### config.mk
export PLATFORM = sky130hd
export DESIGN_NAME = seq_multiplier_top
export DESIGN_NICKNAME = d
export VERILOG_FILES = /design/src/mul_ctrl_pkg.sv /design/src/mul_types_pkg.sv /design/src/mul_lane_if.sv /design/src/mul_controller.sv /design/src/product_combiner.sv /design/src/seq_multiplier_top.sv /design/src/shift_add_lane.sv
export VERILOG_INCLUDE_DIRS = /design/src /design/src/include
export SDC_FILE = /design/constraint.sdc
export NUM_CORES = 1
export LEC_CHECK = 0
export BUFFER_PORTS_ARGS = -buffer_cell sky130_fd_sc_hd__buf_2
export CAP_MARGIN = 40
export CORE_MARGIN = 5
export CORE_UTILIZATION = 45
export DETAILED_ROUTE_END_ITERATION = 16
export PLACE_DENSITY_LB_ADDON = 0.08
export RECOVER_POWER = 100
export SETUP_SLACK_MARGIN = 0.3
export SYNTH_ARGS = -nofsm -noshare
export SYNTH_HDL_FRONTEND = slang
export SYNTH_HIERARCHICAL = 1
export SYNTH_SLANG_ARGS = --single-unit
### constraint.sdc
create_clock -name clk -period 8.3 [get_ports clk]
set_clock_uncertainty 0.2 [all_clocks]
set_input_delay 0.83 -clock clk [delete_from_list [all_inputs] [get_ports clk]]
set_output_delay 0.83 -clock clk [all_outputs]
set_load 0.05 [all_outputs]
### src/include/mul_params.svh
`ifndef MUL_PARAMS_SVH
`define MUL_PARAMS_SVH

// width of each unsigned operand
`define MUL_WIDTH 16

// multiplier bits per lane
// one lane iteration per bit, so this is also the step count
`define MUL_SLICE 8

`endif

### src/mul_ctrl_pkg.sv
`default_nettype none

`include "mul_params.svh"

package mul_ctrl_pkg;

    // accept, iterate, combine, present
    typedef enum logic [1:0] {
        st_idle = 2'b00,
        st_run  = 2'b01,
        st_sum  = 2'b10,
        st_hold = 2'b11
    } ctrl_state_t;

    // one count per lane step
    typedef logic [$clog2(`MUL_SLICE)-1:0] iter_count_t;

endpackage

`default_nettype wire

### src/mul_types_pkg.sv
`default_nettype none

`include "mul_params.svh"

package mul_types_pkg;

    // ------------------------------------------------------------
    // datapath types
    // ------------------------------------------------------------

    // one input operand
    typedef logic [`MUL_WIDTH-1:0] operand_t;

    // multiplier bits handled by a single lane
    typedef logic [`MUL_SLICE-1:0] slice_t;

    // full multiplicand times one slice
    typedef logic [`MUL_WIDTH+`MUL_SLICE-1:0] partial_t;

    // final result
    typedef logic [2*`MUL_WIDTH-1:0] product_t;

endpackage

`default_nettype wire

### src/mul_lane_if.sv
`default_nettype none

interface mul_lane_if import mul_types_pkg::*; ();

    // sequencing from the controller
    logic     load;
    logic     step;

    // operands, driven at the top level
    operand_t multiplicand;
    slice_t   slice;

    // lane results
    partial_t partial;
    logic     lane_done;

    modport ctrl (output load, output step);

    modport lane (input load, input step, input multiplicand, input slice,
                  output partial, output lane_done);

    modport comb (input load, input partial, input lane_done);

endinterface

`default_nettype wire

### src/mul_controller.sv
`default_nettype none

`include "mul_params.svh"

module mul_controller import mul_ctrl_pkg::*; (
    input  logic    clk,
    input  logic    reset,
    input  logic    src_valid,
    input  logic    dst_ready,
    input  logic    sum_ready,
    output logic    src_ready,
    output logic    dst_valid,
    output logic    sum_en,
    mul_lane_if.ctrl lo_if,
    mul_lane_if.ctrl hi_if
);

    localparam iter_count_t last_iter = iter_count_t'(`MUL_SLICE - 1);

    ctrl_state_t state;
    ctrl_state_t next_state;
    iter_count_t iter_cnt;
    logic        load;
    logic        step;
    logic        counted;

    // ------------------------------------------------------------
    // state register
    // ------------------------------------------------------------

    always_ff @(posedge clk or negedge reset) begin
        if (!reset) begin
            state <= st_idle;
        end else begin
            state <= next_state;
        end
    end

    // final lane step happens on this cycle
    assign counted = (state == st_run) && (iter_cnt == last_iter);

    always_comb begin
        next_state = state;
        case (state)
            st_idle: begin
                if (src_valid) begin
                    next_state = st_run;
                end
            end
            st_run: begin
                if (counted) begin
                    next_state = st_sum;
                end
            end
            st_sum: begin
                if (sum_ready) begin
                    next_state = st_hold;
                end
            end
            st_hold: begin
                if (dst_ready) begin
                    next_state = st_idle;
                end
            end
            default: next_state = st_idle;
        endcase
    end

    // ------------------------------------------------------------
    // iteration counter
    // ------------------------------------------------------------

    always_ff @(posedge clk or negedge reset) begin
        if (!reset) begin
            iter_cnt <= '0;
        end else if (load) begin
            iter_cnt <= '0;
        end else if (step) begin
            iter_cnt <= iter_cnt + 1'b1;
        end
    end

    // ------------------------------------------------------------
    // outputs
    // ------------------------------------------------------------

    assign load      = (state == st_idle) && src_valid;
    assign step      = (state == st_run);
    assign src_ready = (state == st_idle);
    assign dst_valid = (state == st_hold);

    // request the sum until the combiner reports it
    assign sum_en    = (state == st_sum) && !sum_ready;

    assign lo_if.load = load;
    assign lo_if.step = step;
    assign hi_if.load = load;
    assign hi_if.step = step;

endmodule

`default_nettype wire

### src/product_combiner.sv
`default_nettype none

`include "mul_params.svh"

module product_combiner import mul_types_pkg::*; (
    input  logic     clk,
    input  logic     reset,
    input  logic     sum_en,
    output logic     sum_ready,
    output product_t product,
    mul_lane_if.comb lo_if,
    mul_lane_if.comb hi_if
);

    logic     take;
    product_t aligned_hi;
    product_t sum;

    // both lanes must be finished
    assign take = sum_en && lo_if.lane_done && hi_if.lane_done;

    // high slice weighs 2**MUL_SLICE
    assign aligned_hi = product_t'(hi_if.partial) << `MUL_SLICE;
    assign sum        = product_t'(lo_if.partial) + aligned_hi;

    // ------------------------------------------------------------
    // result flag
    // ------------------------------------------------------------

    // stays up through hold, dropped when the next operands load
    always_ff @(posedge clk or negedge reset) begin
        if (!reset) begin
            sum_ready <= 1'b0;
        end else if (lo_if.load) begin
            sum_ready <= 1'b0;
        end else if (take) begin
            sum_ready <= 1'b1;
        end
    end

    // ------------------------------------------------------------
    // result register
    // ------------------------------------------------------------

    always_ff @(posedge clk) begin
        if (take) begin
            product <= sum;
        end
    end

endmodule

`default_nettype wire

### src/seq_multiplier_top.sv
`default_nettype none

`include "mul_params.svh"

module seq_multiplier_top import mul_types_pkg::*; (
    input  logic     clk,
    input  logic     reset,

    // operand stream
    input  logic     src_valid,
    input  operand_t src_a,
    input  operand_t src_b,
    output logic     src_ready,

    // product stream
    output logic     dst_valid,
    output product_t dst_product,
    input  logic     dst_ready
);

    logic sum_en;
    logic sum_ready;

    mul_lane_if lo_if ();
    mul_lane_if hi_if ();

    // ------------------------------------------------------------
    // operand distribution
    // ------------------------------------------------------------

    // both lanes see the full multiplicand
    assign lo_if.multiplicand = src_a;
    assign hi_if.multiplicand = src_a;

    assign lo_if.slice = src_b[`MUL_SLICE-1:0];
    assign hi_if.slice = src_b[`MUL_WIDTH-1:`MUL_SLICE];

    // ------------------------------------------------------------
    // blocks
    // ------------------------------------------------------------

    mul_controller u_ctrl (
        .clk       (clk),
        .reset     (reset),
        .src_valid (src_valid),
        .dst_ready (dst_ready),
        .sum_ready (sum_ready),
        .src_ready (src_ready),
        .dst_valid (dst_valid),
        .sum_en    (sum_en),
        .lo_if     (lo_if.ctrl),
        .hi_if     (hi_if.ctrl)
    );

    shift_add_lane u_lane_lo (
        .clk   (clk),
        .reset (reset),
        .lane  (lo_if.lane)
    );

    shift_add_lane u_lane_hi (
        .clk   (clk),
        .reset (reset),
        .lane  (hi_if.lane)
    );

    product_combiner u_comb (
        .clk       (clk),
        .reset     (reset),
        .sum_en    (sum_en),
        .sum_ready (sum_ready),
        .product   (dst_product),
        .lo_if     (lo_if.comb),
        .hi_if     (hi_if.comb)
    );

endmodule

`default_nettype wire

### src/shift_add_lane.sv
`default_nettype none

module shift_add_lane import mul_types_pkg::*; (
    input  logic     clk,
    input  logic     reset,
    mul_lane_if.lane lane
);

    partial_t mcand;
    partial_t acc;
    slice_t   mplier;
    slice_t   remain;
    logic     done;
    logic     advance;

    assign advance = lane.step && !done;

    // ------------------------------------------------------------
    // step tracking
    // ------------------------------------------------------------

    // one bit of remain per outstanding step
    always_ff @(posedge clk or negedge reset) begin
        if (!reset) begin
            remain <= '0;
            done   <= 1'b0;
        end else if (lane.load) begin
            remain <= '1;
            done   <= 1'b0;
        end else if (advance) begin
            remain <= remain >> 1;
            if (remain == slice_t'(1)) begin
                done <= 1'b1;
            end
        end
    end

    // ------------------------------------------------------------
    // shift-add datapath
    // ------------------------------------------------------------

    always_ff @(posedge clk) begin
        if (lane.load) begin
            mcand  <= partial_t'(lane.multiplicand);
            mplier <= lane.slice;
            acc    <= '0;
        end else if (advance) begin
            if (mplier[0]) begin
                acc <= acc + mcand;
            end
            mcand  <= mcand << 1;
            mplier <= mplier >> 1;
        end
    end

    assign lane.partial   = acc;
    assign lane.lane_done = done;

endmodule

`default_nettype wire

======== After elaboration in Yosys (flattened, before gate mapping) ========
Index checks and enable logic that the tools add are counted.
word-level totals
  register bits after elaboration ......... 168
  input bits .............................. 36
  output and inout port bits .............. 34
  word-level logic and storage cells ...... 79
operators by class
  add/subtract/negate cells ............... 4
  equal/unequal tests ..................... 10
  multiplexer cells ....................... 27
  reduce and logical (&&, ||, !) cells .... 22
operators by type and width
  kind                                                                     count
  16-bit two-way mux                                                       4
  8-bit two-way mux                                                        8
  24-bit adder                                                             2
  24-bit by 32-bit adder with 32-bit output                                1
  8-bit by 1-bit == test with 1-bit output, second input constant          2
  2-bit nonzero test                                                       6
  1-bit two-way mux                                                        8
  2-bit two-way mux                                                        4
  2-bit one-hot mux with 4 select lines                                    1
  2-bit AND reduction                                                      4
  1-bit logical AND                                                        7
  3-bit two-way mux                                                        2
  2-bit == test, second input constant                                     2
  2-bit by 1-bit inequality test with 1-bit output, second input constant  2
  2-bit inequality test, second input constant                             2
  4-bit AND reduction                                                      1
  3-bit by 1-bit adder with 3-bit output, second input constant            1
  3-bit == test, second input constant                                     1
  1-bit logical NOT                                                        3
  2-bit by 1-bit == test with 1-bit output, second input constant          1
  2-bit logical NOT                                                        1

======== Depth between registers and ports, before layout ========
Gate-level depths: netlist of run 1.
  depth after elaboration ................. 6
  gate-level depth with buffers ........... 11
  depth with buffers taken out ............ 9

======== Cells and area by module ========
The synthesis of run 1 kept the hierarchy.
by module, submodules not included
  module                       instances  cells an instance  area each (sq um)  seq. area each (sq um)
  shift_add_lane at u_lane_hi  1          404                3,839.9            1,586.5
  shift_add_lane at u_lane_lo  1          398                3,724.8            1,586.5
  product_combiner             1          164                1,920.6            985.9
  mul_controller               1          30                 341.6              125.1

======== Worst setup path before layout of run 1 ========
No wires, ideal clock.
  kind .................................... reg2reg
  from .................................... register u_ctrl.state[0]
  to ...................................... register u_lane_hi.mcand[0], enable pin
  library setup time ...................... 384 ps
  data arrival time ....................... 2,409 ps
  required time ........................... 7,716 ps
  path slack .............................. 5,306 ps
  cell stages (with the launch flop) ...... 7
  path buffers ............................ 2
  clock period less this slack ............ 2,994 ps
  cells stage by stage .................... dfrtp_1 -> inv_1 -> ha_1 -> and2_1 -> clkbuf_1 -> clkbuf_1 -> nand2b_1
between the ends
  longest elaborated chain between the ends .. 3
  elaborated cells between the ends (all ways) .. 5
  classes of those cells .................. eq/ne: 1; reduce/logical: 4
ends and longest elaborated chain
  what                          line                      source
  start, declared               mul_controller.sv:20      ctrl_state_t state;
  start signal, assigned        mul_controller.sv:33      state <= st_idle;
  start signal, assigned        mul_controller.sv:35      state <= next_state;
  2-bit logical NOT             --
  named net src_ready           seq_multiplier_top.sv:13  output logic src_ready,
  1-bit logical AND             mul_controller.sv:87      assign load = (state == st_idle) && src_valid;
  named net hi_if.load          mul_lane_if.sv:6          logic load;
  2-bit nonzero test (no line)  --
  end signal, assigned          shift_add_lane.sv:44      mcand <= partial_t'(lane.multiplicand);
  end signal, assigned          shift_add_lane.sv:51      mcand <= mcand << 1;
  end, declared                 shift_add_lane.sv:9       partial_t mcand;
The timed path passes the listed nets, and every way through them passes these cells.
A chain may end at the register's enable or synchronous reset.

======== Worst setup path after layout of run 1 ========
  from .................................... register u_ctrl.state[0]
  to ...................................... register u_lane_hi.acc[22], in the netlist u_lane_hi/lane.partial[22]
between the ends
  elaborated cells between the ends (all ways) .. 5
  classes of those cells .................. eq/ne: 1; reduce/logical: 4
RTL lines
  what                  line                  source
  2-bit logical NOT     mul_controller.sv:87
  1-bit logical AND     mul_controller.sv:87
  named net hi_if.load  mul_lane_if.sv:6
  end signal, assigned  shift_add_lane.sv:49  acc <= acc + mcand;
  end, declared         shift_add_lane.sv:10  partial_t acc;
The timed path passes the listed nets, and every way through them passes these cells.

==> results of run 1 <==
## metal layers
layer  vias to the layer above  share of wire, %
met1                      3609                51
li1                       3768                 -
met3                        14               3.7
met2                       126                45
met4                         0               1.0
met5                         -                 0
## per-stage QoR
stage / cell area (um2) / util, % / power, mW / hold slack, ns
after floorplan: 9830 / - / 3.18 / 0.237
after global placement: 10300 / 47.6 / 3.63 / 0.255
after detailed placement: 10400 / 48.0 / 3.69 / 0.262
after CTS: 11000 / 50.8 / 4.53 / 0.208
after global routing: 10900 / 50.2 / 4.84 / 0.289
final: 10900 / 50.2 / 4.49 / 0.274
## final cells by class
class / count / share of cell area (%)
clock inverter: 13 / 1.43
multi-input combinational: 766 / 48.0
inverter: 13 / 0.448
clock buffer: 19 / 4.17
tap: 280 / 3.22
sequential: 168 / 39.4
timing repair buffer: 78 / 3.40
## power breakdown
part	switching, mW	leakage (nW)	internal (mW)
clock network	0.357	0.296	0.471
logic	1.26	2.59	0.866
registers	0.255	1.56	1.28
## worst max-delay path by stage
stage	from	slack, ns	cells after the start	to
global route	u_ctrl/state[0]	2.78	6	u_lane_hi/lane.partial[17]
global placement	src_valid	4.33	4	u_lane_lo/mcand[14]
detailed placement	src_valid	4.67	5	u_lane_lo/mcand[14]
finish	u_ctrl/state[0]	3.33	6	u_lane_hi/lane.partial[22]
floorplan	u_ctrl/state[0]	5.31	6	u_lane_hi/mcand[0]
CTS	u_ctrl/state[0]	4.83	6	u_lane_lo/mcand[8]
## cell usage in the layout, fill, tap and decap left out, drive strengths merged, types with 14 or more instances in the layout
cell / synthesis / layout
a21o: 29 / 29
a21oi: 107 / 107
buf: 22 / 36
clkbuf: 26 / 61
dfrtp: 24 / 24
dfxtp: 64 / 64
edfxtp: 80 / 80
ha: 68 / 68
inv: 12 / 19
mux2: 47 / 47
nand2: 157 / 157
nand3: 28 / 28
nor2: 45 / 45
nor3: 14 / 14
o21ai: 41 / 41
xnor2: 29 / 29
xor2: 20 / 20
## state kept, by name, summed over array words and instances (netlist names), 3 cells and up
register                flops
u_ctrl/iter_cnt             3
u_lane_hi/remain            8
u_lane_hi/lane.partial     24
u_lane_hi/mplier            8
u_lane_lo/mcand            24
u_lane_lo/mplier            8
u_comb/product             32
u_lane_lo/lane.partial     24
u_lane_hi/mcand            24
u_lane_lo/remain            8
## cells by family (layout without fill, tap and decap cells)
group                    after synthesis  count (layout)
flip-flops                           168             168
XOR/XNOR                              49              49
adder cells (fa/ha/maj)               71              71
AND/OR/NAND/NOR                      334             334
buffers and inverters                 62             123
AO/OA/AOI/OAI                        257             257
multiplexers                          55              55
==> flow_summary.json, run 1 <==
{
  "cts_made_buffers": 17,
  "dp_hpwl_um": 17600,
  "synthMostInstantiatedCell": "nand2_1",
  "ctsHoldBuffers": 0,
  "min_from": "u_lane_lo/lane.partial[5]",
  "reg2reg_from": "u_ctrl/state[0]",
  "setup_viol": 0,
  "cts.sinks": 168,
  "multi_input_area_um2": 5220,
  "r2r_slack_ns": 3.33,
  "synth_top_family_by_area": "compound AO/OA/AOI/OAI gates",
  "crit_slowest_cell": "clkbuf_1",
  "cts_resized": 0,
  "first_pass_iters": 5,
  "yosys-mux-area-fraction_pct": 6.28,
  "status": "finished, violations left",
  "arrival_ns": 5.09,
  "synth.cells.most_frequent": "nand2_1, a21oi_1, edfxtp_1",
  "r2r_end": "u_lane_hi/lane.partial[22]",
  "fin_crit_sh_pct": 59.8,
  "drtIter0Drc": 421,
  "synth_top_area_share_pct": 24.4,
  "total_leakage_power_nw": 4.45,
  "nFillCells": 2041,
  "ys_ff_latch": 168,
  "synth-edff-count": 80,
  "antenna_found_initial": 0,
  "fin_cells": 1337,
  "worstPathCellList": "inv_1 > ha_1 > and2_4 > clkbuf_1 > nor2_1 > a22o_1",
  "initial_core_util_pct": 45.3,
  "worstSetupPathType": "reg -> reg",
  "core_um2": 21700,
  "synth_cell_type_count": 82,
  "worst-path-buf-inv": 2,
  "fin_tns_setup_ns": 0,
  "grtUsageMet3_pct": 3.44,
  "crit_required_ns": 8.42,
  "netlist_area_um2": 9830,
  "grt-ovfl-total": 0,
  "grt_max_degree": 75,
  "seq_area_um2": 4280,
  "pre_cts_ws_ns": 4.67,
  "synth_nets": 1103,
  "met2_usage_pct": 29.1,
  "cts_tree": "built",
  "htreeDepth": 4,
  "max_clock_freq_mhz": 201,
  "final_max_slew_viol_count": 107,
  "synth_warnings": 6,
  "clk_pin_slew_worst_paths_ns": 0.07,
  "synthesis.instances": 996,
  "synthXorXnorAreaFrac_pct": 4.37,
  "worst_pin_slew_ns": 3.23,
  "cts_setup_buffers": 0,
  "min_path_type": "reg -> reg",
  "violations": "capacitance limit, slew limit",
  "rsz0062_at_grt": "false",
  "period_minus_slack_ns": 4.97,
  "synth_fa_ha_area_share_pct": 9.27,
  "clockBufferDepth": 2,
  "async_flop_share_pct": 14.3,
  "vdd_drop_max_mv": 0.241,
  "grt_pass1_vias": 7019,
  "num_vias": 7517,
  "ant_nets": 0,
  "grt_first_pass_wirelength_um": 37700,
  "synth_compound_area_share_pct": 17.3,
  "critical_path_peak_fanout": 74,
  "clock-root-buffer": "clkbuf_16",
  "max-cap-violations": 2,
  "synthTopCellsByArea": "edfxtp_1, dfxtp_1, ha_1, dfrtp_1, nand2_1",
  "holdPathStages": 0,
  "wl_per_cell_um": 17.7,
  "grt.total_usage_pct": 19.1,
  "n_antenna_cell": 0,
  "die_h_um": 158,
  "worstSkewPairLatency_ns": 0.43,
  "max_slew_margin_pct": -115,
  "final_hold_viol_count": 0,
  "drc": 0,
  "whs_endpoint": "u_comb/product[5]",
  "placementRows": 54,
  "syn2layout_area_growth_pct": 10.8,
  "layout.nets": 1151,
  "yosysSeqAreaShare_pct": 43.6,
  "met1_usage_pct": 28.6,
  "drive_above_1_share_pct": 12.9,
  "fin_ws_ns": 3.33,
  "ios": 70,
  "avgSynthCellArea_um2": 9.87,
  "grt.busiest_layer": "met2",
  "dp_cells": 1305,
  "fp.dieW_um": 158,
  "ys.flop_type": "edfxtp_1",
  "routed_wl_um": 23600,
  "crit_family": "buffers and inverters",
  "drt-vias-per-instance": 5.62,
  "critPathCaptureType": "register",
  "crit_path_start_kind": "register",
  "cpPeakStageDelay_ns": 2.33,
  "die_area_um2": 24900,
  "reg2regPathDepth": 6,
  "power_density_nw_per_um2": 413,
  "place_congestion": 0.893,
  "yosysTopAreaCell": "edfxtp_1",
  "io_buffer_count": 69,
  "synthSimpleGateAreaFrac_pct": 16.3
}
Power figures use the tool's default switching activity.
==> run 2, diff against run 1 <==
- clock period: 8.3 -> 5.1 ns (I/O delays scaled with it)
==> run 2 against run 1 <==
  * The flow still finishes with violations (capacitance limit, slew limit)
  * Register-to-register slack worse by 2.1 ns
  * Cell count up 0.30%
  * Flip-flop and latch count did not move
  * Total power rose by 60%
  * Sequential power up 63%
  * Clock-buffer cell count is 1 higher
  * First-iteration DRC count is 0.95% lower
  * Core utilization decreased by 0.26 points
  * Global-route usage is 0.23 points lower
  * Setup slack lost 2.1 ns
  * Critical endpoint is now u_lane_hi/lane.partial[21]
  * Highest routed layer unchanged
==> flow_summary.json, run 2 (same netlist as run 1, synthesis figures left out) <==
{
  "die_h_um": 158,
  "clock-root-buffer": "clkbuf_16",
  "drc": 0,
  "die_area_um2": 24900,
  "fin_tns_setup_ns": 0,
  "dp_hpwl_um": 17400,
  "status": "finished, violations left",
  "dp_cells": 1308,
  "nFillCells": 2081,
  "placementRows": 54,
  "drt-vias-per-instance": 5.59,
  "holdPathStages": 2,
  "mostFrequentLayoutCells": "nand2_1, a21oi_1, edfxtp_1, ha_1, dfxtp_1",
  "final_area_um2": 10800,
  "place_congestion": 0.879,
  "cts_made_buffers": 17,
  "top_register": "u_comb/product",
  "worstSetupPathType": "reg -> reg",
  "fp.dieW_um": 158,
  "grt.total_usage_pct": 18.9,
  "max_clock_freq_mhz": 258,
  "reg2regPathDepth": 9,
  "grt_first_pass_wirelength_um": 37200,
  "final_common_cell": "nand2_1",
  "cts_setup_buffers": 0,
  "cts_resized": 0,
  "routed_wl_um": 23500,
  "worstSkewPairLatency_ns": 0.43,
  "io_buffer_count": 69,
  "grt_max_degree": 72,
  "violations": "capacitance limit, slew limit",
  "cts_tree": "built",
  "fin_cells": 1341,
  "n_antenna_cell": 0,
  "r2r_slack_ns": 1.22,
  "vdd_drop_max_mv": 0.288,
  "critPathCaptureType": "register",
  "worst_pin_slew_ns": 1.98,
  "drtIter0Drc": 417,
  "initial_core_util_pct": 45.3,
  "max_slew_margin_pct": -32.3,
  "max-cap-violations": 2,
  "whs_endpoint": "u_lane_hi/mplier[7]",
  "fin_crit_sh_pct": 76.0,
  "drive_above_1_share_pct": 12.7,
  "final_hold_viol_count": 0,
  "min_path_type": "in -> reg",
  "totalPowerFinal_mw": 7.19,
  "min_from": "src_b[15]",
  "final_max_slew_viol_count": 104,
  "rsz0062_at_grt": "false",
  "wl_per_cell_um": 17.5,
  "multi_input_area_um2": 5220,
  "antenna_found_initial": 0,
  "layout.nets": 1155,
  "total_leakage_power_nw": 4.42,
  "syn2layout_area_growth_pct": 10.2,
  "largest_reg_flops": 32,
  "power_density_nw_per_um2": 664,
  "cts.sinks": 168,
  "grt-ovfl-total": 0,
  "seq_area_um2": 4280,
  "r2r_end": "u_lane_hi/lane.partial[21]",
  "setup_viol": 0,
  "crit_required_ns": 5.26,
  "core_um2": 21700,
  "ant_nets": 0,
  "period_minus_slack_ns": 3.88,
  "clockBufferDepth": 2,
  "grt_pass1_vias": 6938,
  "first_pass_iters": 8,
  "ios": 70,
  "num_vias": 7493,
  "postPlaceCellArea_um2": 10400,
  "critical_path_peak_fanout": 17,
  "arrival_ns": 4.04,
  "reg2reg_from": "u_ctrl/state[1]",
  "htreeDepth": 4,
  "crit_path_start_kind": "register",
  "clk_pin_slew_worst_paths_ns": 0.07
}
## run 2: cell count changes in the layout (fill, tap and decap cells not counted), moves of 2 or more
| cell | previous run | this run |
|---|---|---|
| clkinv_2 | 0 | 2 |
| clkbuf_1 | 43 | 46 |
| mux2_1 | 1 | 3 |
| clkinvlp_4 | 1 | 3 |
| mux2_4 | 2 | 0 |
| buf_4 | 0 | 2 |
## run 2: repair_timing
action                                  in CTS  in global routing
hold buffers                                 1                  0
endpoints found under the setup margin       0                  0
endpoints found under the hold margin       24                  0
## run 2: how the worst max path moves through the flow
stage	from	to	slack, ns	cells after the start
6_report	u_ctrl/state[1]	u_lane_hi/lane.partial[21]	1.22	9
5_1_grt	u_ctrl/state[1]	u_lane_hi/lane.partial[21]	0.98	9
4_1_cts	u_ctrl/state[1]	u_lane_hi/lane.partial[21]	2.04	9
3_5_place_dp	u_ctrl/state[1]	u_lane_hi/lane.partial[21]	2.07	9
3_3_place_gp	u_ctrl/state[1]	u_lane_lo/lane.partial[23]	2.02	8
2_1_floorplan	u_ctrl/state[0]	u_lane_hi/mcand[0]	2.11	6
## run 2: report_power, final
part / switching [mW] / total [mW] / leakage, nW / internal, mW
logic: 2.04 / 3.43 / 2.59 / 1.39
clock network: 0.558 / 1.25 / 0.270 / 0.694
registers: 0.421 / 2.51 / 1.56 / 2.09
total: 3.02 / 7.19 / 4.42 / 4.17
## run 2: routing by layer
metal / vias to the layer above / GRT usage [%] / part of all wire [%]
met5: - / 0 / 0
met4: 0 / 4.67 / 1.2
met3: 19 / 3.06 / 3.8
met2: 152 / 28.5 / 44
met1: 3558 / 28.5 / 51
li1: 3764 / - / -
## run 2: stage by stage
step | setup WS [ns] | utilization [%] | hold WS (ns)
finish | 1.22 | 49.9 | 0.154
global placement | 2.02 | 47.7 | 0.250
floorplan | 2.11 | - | 0.0144
global route | 0.978 | 49.9 | 0.154
CTS | 2.04 | 50.8 | 0.140
detailed placement | 2.07 | 48.2 | 0.254
## run 2: cell type report
| cell class | instances | share of cell area [%] |
|---|---|---|
| tap | 280 | 3.24 |
| multi-input combinational | 766 | 48.2 |
| timing repair buffer | 82 | 3.37 |
| clock inverter | 12 | 1.09 |
| inverter | 13 | 0.451 |
| clock buffer | 20 | 4.12 |
| sequential | 168 | 39.6 |
## run 2: worst max-delay path: stages (launching register included)
cell       delay [ns]
dfrtp_1          0.41
inv_1            0.10
ha_1             0.39
nor2b_1          0.18
clkbuf_1         0.52
and2_0           0.81
clkbuf_1         0.50
nand4b_1         0.14
a2111oi_0        0.41
a211o_1          0.15
==> run 3, diff against run 2 <==
- clock period: 5.1 -> 3.45 ns (I/O delays scaled with it)
==> run 3 against run 2 <==
  * The run still ends with capacitance limit, slew limit left
  * Clock-buffer cell count fell by 3
  * Largest power group unchanged
  * Clock power rose by 56%
  * Flip-flop and latch count stayed put
  * Sequential share of layout area fell by 0.59 points
  * Core utilization grew 0.76 points
  * Via count increased by 1.1%
==> flow_summary.json, run 3 (same netlist as run 1, synthesis figures left out) <==
{
  "status": "finished, violations left",
  "violations": "capacitance limit, slew limit",
  "first_pass_iters": 5,
  "pwr-share-clk_pct": 18.1,
  "fin_crit_sh_pct": 87.3,
  "wl_per_cell_um": 17.5,
  "rsz0062_at_grt": "false",
  "initial_core_util_pct": 45.3,
  "htreeDepth": 4,
  "grt_first_pass_wirelength_um": 37700,
  "drc": 0,
  "ant_nets": 0,
  "drtIter0Drc": 469,
  "arrival_ns": 3.13,
  "worstSkewPairLatency_ns": 0.43,
  "core_um2": 21700,
  "final_common_cell": "nand2_1",
  "worst_pin_slew_ns": 1.75,
  "clk_pin_slew_worst_paths_ns": 0.07,
  "largest_reg_flops": 32,
  "critPathCaptureType": "register",
  "crit_path_start_kind": "register",
  "netSwitchingFraction_pct": 42.4,
  "min_path_type": "in -> reg",
  "crit_slowest_cell": "nor3_1",
  "crit_required_ns": 3.57,
  "worstPathCellList": "ha_1 > fa_1 > a21oi_1 > o21ai_0 > a21oi_1 > clkbuf_1 > nor3_1 > o2111ai_1 > mux2i_1 > nand2_1",
  "syn2layout_area_growth_pct": 11.9,
  "io_buffer_count": 69,
  "holdWs_ns": 0.0202,
  "top_register": "u_comb/product",
  "drive_above_1_share_pct": 12.8,
  "grt.total_usage_pct": 19.3,
  "grt_max_degree": 62,
  "drt-vias-per-instance": 5.59,
  "ios": 70,
  "vdd_drop_max_mv": 0.469,
  "layout.nets": 1171,
  "cpPeakStageDelay_ns": 0.74,
  "placementRows": 54,
  "crit_top_cell": "a21oi_1",
  "place_congestion": 0.894,
  "period_minus_slack_ns": 3.01,
  "total_leakage_power_nw": 4.51,
  "worstSetupPathType": "reg -> reg",
  "postPlaceCellArea_um2": 10400,
  "antenna_found_initial": 0,
  "routed_wl_um": 23800,
  "mostFrequentLayoutCells": "nand2_1, a21oi_1, edfxtp_1, ha_1, dfxtp_1",
  "combPwrFrac_pct": 47.7,
  "final_area_um2": 11000,
  "die_area_um2": 24900,
  "fin_tns_setup_ns": 0,
  "cts_made_buffers": 17,
  "p_sw_mw": 4.56,
  "grt_pass1_vias": 7101,
  "cts_setup_buffers": 0,
  "n_antenna_cell": 0,
  "intPower_mw": 6.19,
  "final_hold_viol_count": 0,
  "power_density_nw_per_um2": 978,
  "clockBufferDepth": 2,
  "seqPwrFrac_pct": 34.2,
  "max_clock_freq_mhz": 332,
  "clock-root-buffer": "clkbuf_16",
  "max-cap-violations": 1,
  "max_slew_margin_pct": -16.6,
  "dp_hpwl_um": 17700,
  "grt-ovfl-total": 0,
  "critical_path_peak_fanout": 6,
  "die_h_um": 158,
  "cts_tree": "built",
  "setup_viol": 0,
  "final_max_slew_viol_count": 34,
  "cts.sinks": 168,
  "num_vias": 7579,
  "fp.dieW_um": 158
}
[run 3: cell count changes in the layout (fill, tap and decap cells not counted), sizes merged]
cell,before,now
clkinv,4,3
clkinvlp,3,2
clkbuf,65,63
buf,36,40
inv,17,22
dlygate4sd3,1,12
[run 3: what timing repair did]
action	in CTS	in global routing
hold buffers	11	1
endpoints found under the hold margin	34	1
resized for setup	0	0
[run 3: worst max-delay path, delay by kind of cell (launching register included)]
family,cells,cell delay (ns)
buf+inv,1,0.17
mux,1,0.22
simple gates,2,0.80
flops,1,0.36
compound gates,4,0.69
fa+ha+maj,2,0.46
[run 3: metal layers]
metal  track usage, %  share of wire [%]  vias up
met3             2.95                5.3       24
met4             6.39                1.9        0
met1             28.2                 49     3577
li1                 -                  -     3807
met2             29.3                 44      171
met5                0                  0        -
[run 3: area by class of cell]
class                   instances  area (um2)
clock buffers                  17         425
clock inverters                15         175
fillers                      2052       10700
inverters                      13        48.8
multi-input cells             766        5200
flip-flops and latches        168        4280
well taps                     280         350
repair buffers                 98         512
[run 3: path summary, 6_finish.rpt]
check,end,from,depth (start not counted),slack [ns]
setup reg to reg,u_lane_lo/lane.partial[20],u_lane_lo/lane.partial[0],10,0.44
setup / recovery,u_lane_lo/lane.partial[20],u_lane_lo/lane.partial[0],10,0.44
max in group asynchronous,u_lane_hi/remain[4],reset,2,1.73
min in group asynchronous,u_lane_lo/remain[7],reset,2,0.53
hold / removal,u_lane_lo/mplier[5],src_b[5],2,0.02
hold reg to reg,u_comb/product[2],u_lane_lo/lane.partial[2],0,0.27
[run 3: stage by stage]
stage,utilization [%],setup WS [ns],total power [mW],cells
global route,50.7,0.250,11.6,1357
detailed placement,48.1,0.723,8.94,1313
floorplan,-,0.456,7.66,996
CTS,51.3,0.693,10.9,1356
finish,50.7,0.439,10.8,1357
global placement,48.1,0.742,8.89,1313
[run 3: power groups by stage]
stage                     Sequential [mW]  Clock [mW]  Combinational (mW)
after floorplan                      3.45           0                4.20
after global placement               3.72           0                5.17
after detailed placement             3.73           0                5.21
after CTS                            3.69        2.00                5.25
after global routing                 3.77        2.08                5.76
final                                3.68        1.95                5.13
